<file path="src/logic/exec_defs.svh">
`ifndef EXEC_DEFS_SVH
`define EXEC_DEFS_SVH

`define XLEN 32
`define MULT_STAGES 4   // Must divide XLEN evenly
`define ROB_TAG_BITS 5

// Sign-extended immediates of an RV32 instruction word
`define RV32_IMM_I(inst) {{21{inst[31]}}, inst[30:20]}
`define RV32_IMM_S(inst) {{21{inst[31]}}, inst[30:25], inst[11:7]}
`define RV32_IMM_B(inst) {{20{inst[31]}}, inst[7], inst[30:25], inst[11:8], 1'b0}
`define RV32_IMM_U(inst) {inst[31:12], 12'b0}
`define RV32_IMM_J(inst) {{12{inst[31]}}, inst[19:12], inst[20], inst[30:21], 1'b0}

`endif
</file>
<file path="src/logic/exec_pkg.sv">
`include "exec_defs.svh"

package exec_pkg;

    typedef logic [`XLEN-1:0] word_t;
    typedef logic [`ROB_TAG_BITS-1:0] rob_tag_t;

    typedef enum logic [3:0] {
        alu_add, alu_sub, alu_and, alu_or, alu_xor,
        alu_slt, alu_sltu, alu_sll, alu_srl, alu_sra
    } alu_func_t;

    typedef enum logic [1:0] {opa_rs1, opa_npc, opa_pc, opa_zero} opa_sel_t;

    typedef enum logic [2:0] {
        opb_rs2, opb_i_imm, opb_s_imm, opb_b_imm, opb_u_imm, opb_j_imm
    } opb_sel_t;

    typedef enum logic [1:0] {fu_alu, fu_mem, fu_mult} fu_kind_t;

    // Issue handshake FSM
    typedef enum logic [1:0] {st_idle, st_busy, st_hold, st_ack_wait} ctrl_state_t;

    typedef struct packed {
        logic [31:0] inst;
        word_t       pc;
        word_t       npc;
        opa_sel_t    opa_select;
        opb_sel_t    opb_select;
        alu_func_t   alu_func;
        fu_kind_t    fu_kind;
        logic        cond_branch;
        logic        uncond_branch;
        logic        rd_mem;       // Load when set, store otherwise
    } decoded_instr_t;

    typedef struct packed {
        decoded_instr_t instr;
        word_t          rs1_value;
        word_t          rs2_value;
        rob_tag_t       rd_tag;
    } ready_entry_t;

    typedef struct packed {
        logic     valid;
        word_t    value;
        rob_tag_t rob_tag;
    } cdb_t;

    typedef struct packed {
        logic       valid;
        word_t      address;
        rob_tag_t   rd_tag;
        logic [2:0] mem_size;   // funct3 of the load
    } lb_packet_t;

    typedef struct packed {
        logic     valid;
        logic     taken;
        word_t    target;
        rob_tag_t rob_tag;
    } branch_result_t;

endpackage

</file>
<file path="src/logic/exec_stage.sv">
`timescale 1ns/1ps

module exec_stage (
    input  logic                     clock,
    input  logic                     reset,
    input  logic                     issue_req,
    input  exec_pkg::ready_entry_t   issue_entry,
    output logic                     issue_ack,
    output exec_pkg::cdb_t           cdb,
    output exec_pkg::lb_packet_t     lb_out,
    output exec_pkg::branch_result_t branch_out
);
    import exec_pkg::*;

    ready_entry_t   entry_q;
    logic           mult_start;
    cdb_t           alu_cdb;
    branch_result_t alu_branch;
    cdb_t           mem_cdb;
    lb_packet_t     mem_lb;
    cdb_t           mult_cdb;

    issue_ctrl u_ctrl (
        .clock      (clock),
        .reset      (reset),
        .issue_req  (issue_req),
        .issue_entry(issue_entry),
        .alu_cdb    (alu_cdb),
        .alu_branch (alu_branch),
        .mem_cdb    (mem_cdb),
        .mem_lb     (mem_lb),
        .mult_cdb   (mult_cdb),
        .issue_ack  (issue_ack),
        .entry_q    (entry_q),
        .mult_start (mult_start),
        .cdb        (cdb),
        .lb_out     (lb_out),
        .branch_out (branch_out)
    );

    alu_unit u_alu_unit (.entry(entry_q), .cdb_res(alu_cdb), .branch_res(alu_branch));

    address_unit u_addr_unit (.entry(entry_q), .store_res(mem_cdb), .lb_res(mem_lb));

    // MUL takes its operands straight from the source values
    mult_pipe u_mult (
        .clock   (clock),
        .reset   (reset),
        .start   (mult_start),
        .mcand   (entry_q.rs1_value),
        .mplier  (entry_q.rs2_value),
        .tag_in  (entry_q.rd_tag),
        .mult_cdb(mult_cdb)
    );

endmodule

</file>
<file path="src/logic/issue_ctrl.sv">
`timescale 1ns/1ps

module issue_ctrl (
    input  logic                     clock,
    input  logic                     reset,
    input  logic                     issue_req,
    input  exec_pkg::ready_entry_t   issue_entry,
    input  exec_pkg::cdb_t           alu_cdb,
    input  exec_pkg::branch_result_t alu_branch,
    input  exec_pkg::cdb_t           mem_cdb,
    input  exec_pkg::lb_packet_t     mem_lb,
    input  exec_pkg::cdb_t           mult_cdb,
    output logic                     issue_ack,
    output exec_pkg::ready_entry_t   entry_q,
    output logic                     mult_start,
    output exec_pkg::cdb_t           cdb,
    output exec_pkg::lb_packet_t     lb_out,
    output exec_pkg::branch_result_t branch_out
);
    import exec_pkg::*;

    ctrl_state_t state;
    logic        capture;

    assign capture = (state == st_idle) && issue_req && !issue_ack;

    // Entry stays put until the next capture
    always_ff @(posedge clock) begin
        if (capture) begin
            entry_q <= issue_entry;
        end
    end

    always_ff @(posedge clock) begin
        if (reset) begin
            state      <= st_idle;
            issue_ack  <= 1'b0;
            mult_start <= 1'b0;
            cdb        <= '0;
            lb_out     <= '0;
            branch_out <= '0;
        end else begin
            mult_start       <= 1'b0;
            cdb              <= mult_cdb;  // Multiplier owns the bus when valid
            lb_out.valid     <= 1'b0;
            branch_out.valid <= 1'b0;

            case (state)
                st_idle: begin
                    if (capture) begin
                        state <= st_busy;
                    end
                end
                st_busy, st_hold: begin
                    if (entry_q.instr.fu_kind == fu_mult) begin
                        mult_start <= 1'b1;
                        issue_ack  <= 1'b1;
                        state      <= st_ack_wait;
                    end else if (mult_cdb.valid) begin
                        state <= st_hold;  // Retry once the multiplier frees the CDB
                    end else begin
                        if (entry_q.instr.fu_kind == fu_mem) begin
                            cdb    <= mem_cdb;
                            lb_out <= mem_lb;
                        end else begin
                            cdb        <= alu_cdb;
                            branch_out <= alu_branch;
                        end
                        issue_ack <= 1'b1;
                        state     <= st_ack_wait;
                    end
                end
                st_ack_wait: begin
                    if (!issue_req) begin
                        issue_ack <= 1'b0;
                        state     <= st_idle;
                    end
                end
                default: state <= st_idle;
            endcase
        end
    end

endmodule

</file>
<file path="src/logic/mult_pipe.sv">
`timescale 1ns/1ps
`include "exec_defs.svh"

module mult_pipe #(
    parameter int num_stages = `MULT_STAGES
) (
    input  logic               clock,
    input  logic               reset,
    input  logic               start,
    input  exec_pkg::word_t    mcand,
    input  exec_pkg::word_t    mplier,
    input  exec_pkg::rob_tag_t tag_in,
    output exec_pkg::cdb_t     mult_cdb
);
    import exec_pkg::*;

    localparam int chunk_bits = `XLEN / num_stages;

    word_t           product_chain [num_stages+1];
    word_t           mplier_chain  [num_stages+1];
    word_t           mcand_chain   [num_stages+1];
    logic [num_stages:0] done_chain;
    rob_tag_t        tag_q         [num_stages];

    assign product_chain[0] = '0;
    assign mplier_chain[0]  = mplier;
    assign mcand_chain[0]   = mcand;
    assign done_chain[0]    = start;

    for (genvar i = 0; i < num_stages; i++) begin : g_stage
        mult_stage #(.chunk_bits(chunk_bits)) u_stage (
            .clock      (clock),
            .reset      (reset),
            .start      (done_chain[i]),
            .product_in (product_chain[i]),
            .mplier_in  (mplier_chain[i]),
            .mcand_in   (mcand_chain[i]),
            .done       (done_chain[i+1]),
            .product_out(product_chain[i+1]),
            .mplier_out (mplier_chain[i+1]),
            .mcand_out  (mcand_chain[i+1])
        );

        // Tag moves with its product
        always_ff @(posedge clock) begin
            tag_q[i] <= (i == 0) ? tag_in : tag_q[(i == 0) ? 0 : i-1];
        end
    end

    assign mult_cdb.valid   = done_chain[num_stages];
    assign mult_cdb.value   = product_chain[num_stages];
    assign mult_cdb.rob_tag = tag_q[num_stages-1];

endmodule

</file>
<file path="src/logic/mult_stage.sv">
`timescale 1ns/1ps
`include "exec_defs.svh"

module mult_stage #(
    parameter int chunk_bits = `XLEN / `MULT_STAGES
) (
    input  logic            clock,
    input  logic            reset,
    input  logic            start,
    input  exec_pkg::word_t product_in,
    input  exec_pkg::word_t mplier_in,
    input  exec_pkg::word_t mcand_in,
    output logic            done,
    output exec_pkg::word_t product_out,
    output exec_pkg::word_t mplier_out,
    output exec_pkg::word_t mcand_out
);
    import exec_pkg::*;

    word_t prod_q;
    word_t partial_q;
    word_t partial;

    assign partial     = mcand_in * mplier_in[chunk_bits-1:0];  // Low bits only
    assign product_out = prod_q + partial_q;

    always_ff @(posedge clock) begin
        prod_q     <= product_in;
        partial_q  <= partial;
        mplier_out <= mplier_in >> chunk_bits;  // Next chunk moves down
        mcand_out  <= mcand_in << chunk_bits;
    end

    always_ff @(posedge clock) begin
        if (reset) begin
            done <= 1'b0;
        end else begin
            done <= start;
        end
    end

endmodule

</file>
<file path="src/logic/address_unit.sv">
`timescale 1ns/1ps

module address_unit (
    input  exec_pkg::ready_entry_t entry,
    output exec_pkg::cdb_t         store_res,
    output exec_pkg::lb_packet_t   lb_res
);
    import exec_pkg::*;

    word_t     base;
    word_t     offset;
    alu_func_t func;
    word_t     address;

    operand_select u_opsel (.entry(entry), .opa(base), .opb(offset), .func(func));

    alu u_adder (.opa(base), .opb(offset), .func(func), .result(address));

    // Load goes to the load buffer
    assign lb_res.valid    = entry.instr.rd_mem;
    assign lb_res.address  = address;
    assign lb_res.rd_tag   = entry.rd_tag;
    assign lb_res.mem_size = entry.instr.inst[14:12];

    // Store broadcasts its address
    assign store_res.valid   = ~entry.instr.rd_mem;
    assign store_res.value   = address;
    assign store_res.rob_tag = entry.rd_tag;

endmodule

</file>
<file path="src/logic/alu_unit.sv">
`timescale 1ns/1ps

module alu_unit (
    input  exec_pkg::ready_entry_t   entry,
    output exec_pkg::cdb_t           cdb_res,
    output exec_pkg::branch_result_t branch_res
);
    import exec_pkg::*;

    word_t     opa;
    word_t     opb;
    alu_func_t func;
    word_t     result;
    logic      cond;
    logic      is_branch;

    operand_select u_opsel (.entry(entry), .opa(opa), .opb(opb), .func(func));

    alu u_alu (.opa(opa), .opb(opb), .func(func), .result(result));

    // Branch condition on the raw source values
    always_comb begin
        case (entry.instr.inst[14:12])
            3'b000:  cond = entry.rs1_value == entry.rs2_value;                  // BEQ
            3'b001:  cond = entry.rs1_value != entry.rs2_value;                  // BNE
            3'b100:  cond = $signed(entry.rs1_value) < $signed(entry.rs2_value);  // BLT
            3'b101:  cond = $signed(entry.rs1_value) >= $signed(entry.rs2_value); // BGE
            3'b110:  cond = entry.rs1_value < entry.rs2_value;                   // BLTU
            3'b111:  cond = entry.rs1_value >= entry.rs2_value;                  // BGEU
            default: cond = 1'b0;
        endcase
    end

    assign is_branch = entry.instr.cond_branch | entry.instr.uncond_branch;

    assign cdb_res.valid   = ~is_branch;
    assign cdb_res.value   = result;
    assign cdb_res.rob_tag = entry.rd_tag;

    assign branch_res.valid   = is_branch;
    assign branch_res.taken   = entry.instr.uncond_branch | (entry.instr.cond_branch & cond);
    assign branch_res.target  = result;  // Operand sum from the ALU
    assign branch_res.rob_tag = entry.rd_tag;

endmodule

</file>
<file path="src/logic/alu.sv">
`timescale 1ns/1ps

module alu (
    input  exec_pkg::word_t     opa,
    input  exec_pkg::word_t     opb,
    input  exec_pkg::alu_func_t func,
    output exec_pkg::word_t     result
);
    import exec_pkg::*;

    logic [4:0] shamt;
    logic       lt_signed;
    logic       lt_unsigned;

    assign shamt       = opb[4:0];
    assign lt_signed   = $signed(opa) < $signed(opb);
    assign lt_unsigned = opa < opb;

    always_comb begin
        case (func)
            alu_add:  result = opa + opb;
            alu_sub:  result = opa - opb;
            alu_and:  result = opa & opb;
            alu_or:   result = opa | opb;
            alu_xor:  result = opa ^ opb;
            alu_slt:  result = word_t'(lt_signed);
            alu_sltu: result = word_t'(lt_unsigned);
            alu_sll:  result = opa << shamt;
            alu_srl:  result = opa >> shamt;
            alu_sra:  result = word_t'($signed(opa) >>> shamt);  // Keeps the sign bit
            default:  result = 32'hfacebeec;
        endcase
    end

endmodule

</file>
<file path="src/logic/operand_select.sv">
`timescale 1ns/1ps
`include "exec_defs.svh"

module operand_select (
    input  exec_pkg::ready_entry_t entry,
    output exec_pkg::word_t        opa,
    output exec_pkg::word_t        opb,
    output exec_pkg::alu_func_t    func
);
    import exec_pkg::*;

    decoded_instr_t instr;

    assign instr = entry.instr;
    assign func  = instr.alu_func;

    always_comb begin
        case (instr.opa_select)
            opa_rs1:  opa = entry.rs1_value;
            opa_npc:  opa = instr.npc;
            opa_pc:   opa = instr.pc;
            opa_zero: opa = '0;
            default:  opa = 32'hdeadfbac;  // Bad select marker
        endcase
    end

    // Codes 6 and 7 are unused
    always_comb begin
        case (instr.opb_select)
            opb_rs2:   opb = entry.rs2_value;
            opb_i_imm: opb = `RV32_IMM_I(instr.inst);
            opb_s_imm: opb = `RV32_IMM_S(instr.inst);
            opb_b_imm: opb = `RV32_IMM_B(instr.inst);
            opb_u_imm: opb = `RV32_IMM_U(instr.inst);
            opb_j_imm: opb = `RV32_IMM_J(instr.inst);
            default:   opb = 32'hfacefeed;  // Shows up on a bad select
        endcase
    end

endmodule

</file>
<file path="config.mk">
export PLATFORM = sky130hd
export DESIGN_NAME = exec_stage
export DESIGN_NICKNAME = d
export VERILOG_FILES = /design/src/logic/exec_pkg.sv /design/src/logic/exec_stage.sv /design/src/logic/issue_ctrl.sv /design/src/logic/mult_pipe.sv /design/src/logic/mult_stage.sv /design/src/logic/address_unit.sv /design/src/logic/alu_unit.sv /design/src/logic/alu.sv /design/src/logic/operand_select.sv
export VERILOG_INCLUDE_DIRS = /design/src /design/src/logic
export SDC_FILE = /design/constraint.sdc
export NUM_CORES = 2
export LEC_CHECK = 0
export ABC_CLOCK_PERIOD_IN_PS = 8000
export BUFFER_PORTS_ARGS = -buffer_cell sky130_fd_sc_hd__buf_2
export CAP_MARGIN = 20
export CORE_MARGIN = 1
export CORE_UTILIZATION = 40
export CTS_BUF_LIST = sky130_fd_sc_hd__clkbuf_8
export CTS_CLUSTER_DIAMETER = 40
export DETAILED_ROUTE_END_ITERATION = 10
export GPL_TIMING_DRIVEN = 0
export HOLD_SLACK_MARGIN = 0.12
export PLACE_DENSITY = 0.68
export SYNTH_ARGS = -nofsm -noshare
export SYNTH_HDL_FRONTEND = slang
export SYNTH_SLANG_ARGS = --single-unit
</file>
<file path="constraint.sdc">
create_clock -name clock -period 8 [get_ports clock]
set_clock_uncertainty 0.2 [all_clocks]
set_input_delay 0.4 -clock clock [delete_from_list [all_inputs] [get_ports clock]]
set_output_delay 0.4 -clock clock [all_outputs]
set_load 0.05 [all_outputs]
</file>
==> metrics <==
die width=~330 um; Pre-antenna DRT Iters=6; cell area after synthesis=approximately 42000 um^2; vias after detailed routing=between 30000 and 40000; clk_lat worst skew=approximately 0.78 ns; Placer Congestion=roughly 1.1; setup slack after layout=-0.00410 ns; yosys warns=0; buffers from clock root to sink, at most=3; Wirelength per Cell=roughly 25 um; final setup violating endpoints=1; most used cell, CP=clkbuf_1; Pins Over Slew Limit=0; register area share after synthesis=a little under a third; Async SR Flop Fraction=0%; Core Region=105000 um^2; Total Routed Length=172000 um; critical path type=reg2reg; Die Area=107000 um^2; Max-cap violations=0; clock slew at reported path FFs=0.06 ns; post-synth cell types=91; Crit-path slowest cell=a2111oi_2; Mean Syn Cell Area=roughly 9.2 um^2; CP bufs+invs=6; largest net degree at the start of global routing=32; placed cells=approximately 6300; Die Ht=~330 um; Synth Register Bits=between 500 and 600; CTS tree=done; crit-path max FO=11; critical path required time=around 8.4 ns; gr ovfl total=0; via/cell ratio=between 5 and 6; layout cells sized above 1=10.1%; remaining antenna violation count=0; failing checks=setup timing; Slew @ Worst Pin=roughly 1.3 ns; post-CTS setup buffer count=0; CTS sink count=about 600; fin cells=roughly 6800; crit start category=flip-flop; synth top area cells=dfxtp_1 (20%), fa_1 (16%), edfxtp_1 (12%); Yosys top cell area share=19.7%; total CTS buffers=102; Area after DPL=45800 um^2; DRT iter0 DRCs=4227; status=complete, but fails checks; cells after synthesis=4598; GRT Total Usage=roughly a third; area leader, netlist=dfxtp_1; prevailing post-synth register cell=dfxtp_1; most common cell in the netlist=inv_1; Post-synth EDFFs=about 170; Hold WC Path Type=reg2reg; CP top delay family=compound AO/OA/AOI/OAI gates; clk root buf=clkbuf_8; hold_ws=around 0.12 ns; Initial Utilization=between 40% and 50%; initial antenna violation count=13; Nets=slightly above 6000; H-tree level count=3; post-detail-place hpwl=approximately 130000 um; vias in the first global route=38700; DRC=0; number of port buffers=about 290; Setup TNS=-0.00410 ns; Layout fillers=roughly 10000; row cnt=119; first-pass GRT wire length=roughly 250000 um; Synth Net Count=5422; final period utilization=100%; Setup crit end kind=flip-flop; fmax=around 120 MHz; fin area=about 51000 um^2; crit path time final=~8 ns; crit path DAT=around 8.4 ns; crit-path cells=clkbuf_2 -> clkbuf_1 -> or2_1 -> nor3_1 -> a221oi_2 -> clkbuf_1 -> buf_1 -> clkbuf_1 -> ha_1 -> clkbuf_1 -> o21a_1 -> o31ai_1 -> a211oi_2 -> o21ai_1 -> o21ai_2 -> a21oi_1 -> o211ai_1 -> a211oi_1 -> a2111oi_2 -> a211oi_1; CP peak stage delay=roughly 1.1 ns; Area Growth Syn to Fin=19.8%; I/O pins=approximately 300; Final Hold Fails=0; most frequent cells after synthesis=inv_1 (458), nand2_1 (455), dfxtp_1 (418); Relative slew margins=13.8%
-- cells in the final DEF, fill, tap and decap left out, types with 50 or more instances in the layout --
master | Yosys | final
xnor2_1 | 126 | 126
nand3_1 | 55 | 55
nor2_1 | 315 | 314
fa_1 | 341 | 341
buf_2 | 22 | 319
a21o_1 | 55 | 55
and2_1 | 248 | 248
edfxtp_1 | 172 | 172
clkbuf_8 | 0 | 117
nor3_1 | 198 | 197
clkbuf_1 | 192 | 192
a21oi_1 | 279 | 279
ha_1 | 301 | 301
mux2i_1 | 50 | 50
a211oi_1 | 136 | 135
inv_1 | 458 | 483
o21ai_0 | 138 | 138
dlygate4sd3_1 | 0 | 274
dfxtp_1 | 418 | 418
nand2_1 | 455 | 455
-- layout make-up --
type	instances	area, um^2	area share, %
antenna	4	10.0	0.0197
tap	1391	1740	3.43
sequential	590	13500	26.6
clock buffer	117	1610	3.17
multi-input combinational	3313	26300	51.8
timing repair buffer	586	4410	8.68
buffer	234	923	1.82
clock inverter	70	556	1.09
inverter	461	1730	3.41
-- routing by layer --
layer  up-vias  track usage [%]  share of wire (%)
li1      17100                -                  -
met1     18900             41.9                 41
met2      2171             47.6                 43
met3       474             7.62                 10
met4         6             16.2                5.6
met5         -                0              0.022
-- state kept, by name, indices dropped and copies added (netlist names), 2 cells and up --
| register | count |
|---|---|
| u_ctrl.branch_out | 39 |
| u_ctrl.cdb | 38 |
| u_ctrl.entry_q | 172 |
| u_ctrl.lb_out | 41 |
| u_ctrl.state | 2 |
| u_mult.g_stage.u_stage.done | 4 |
| u_mult.g_stage.u_stage.mcand_out | 48 |
| u_mult.g_stage.u_stage.mplier_out | 48 |
| u_mult.g_stage.u_stage.partial_q | 80 |
| u_mult.g_stage.u_stage.prod_q | 96 |
| u_mult.tag_q | 20 |
-- kinds of logic (layout without fill, tap and decap cells) --
family	after synthesis	in the layout	share of synthesized area [%]
simple gates	1450	1450	16.2
compound gates	1011	1011	16.1
buf+inv	695	1468	6.26
fa+ha+maj	642	642	25.0
flops	590	590	31.9
xor+xnor	154	154	3.18
mux	56	56	1.39
other cells	0	4	0
-- path summary, 6_finish.rpt --
path	startpoint	to	slack, ns	depth (start not counted)
worst max register to register	u_ctrl.entry_q[79]	u_ctrl.branch_out[5]	-0.004	20
worst min register to register	u_mult.g_stage[0].u_stage.partial_q[5]	u_mult.g_stage[1].u_stage.prod_q[5]	0.12	0
worst max-delay path	u_ctrl.entry_q[79]	u_ctrl.branch_out[5]	-0.004	20
worst min-delay path	u_mult.g_stage[0].u_stage.partial_q[5]	u_mult.g_stage[1].u_stage.prod_q[5]	0.12	0
-- metrics by stage --
| stage | util (%) | setup slack [ns] |
|---|---|---|
| 6_report | 48.3 | -0.00410 |
| 2_1_floorplan | - | 2.16 |
| 5_1_grt | 48.3 | -0.00659 |
| 4_1_cts | 48.2 | 0.153 |
| 3_3_place_gp | 43.3 | -0.334 |
| 3_5_place_dp | 43.5 | -0.0912 |
-- repair_timing --
| item | CTS | global route |
|---|---|---|
| hold buffers | 274 | 0 |
| endpoints found under the setup margin | 3 | 13 |
| pin swaps | 0 | 0 |
| resized for setup | 1 | 5 |
| endpoints found under the hold margin | 209 | 0 |
Power is not shown: default switching activity piles up to over one toggle a cycle in this logic, so the estimate is an artifact.
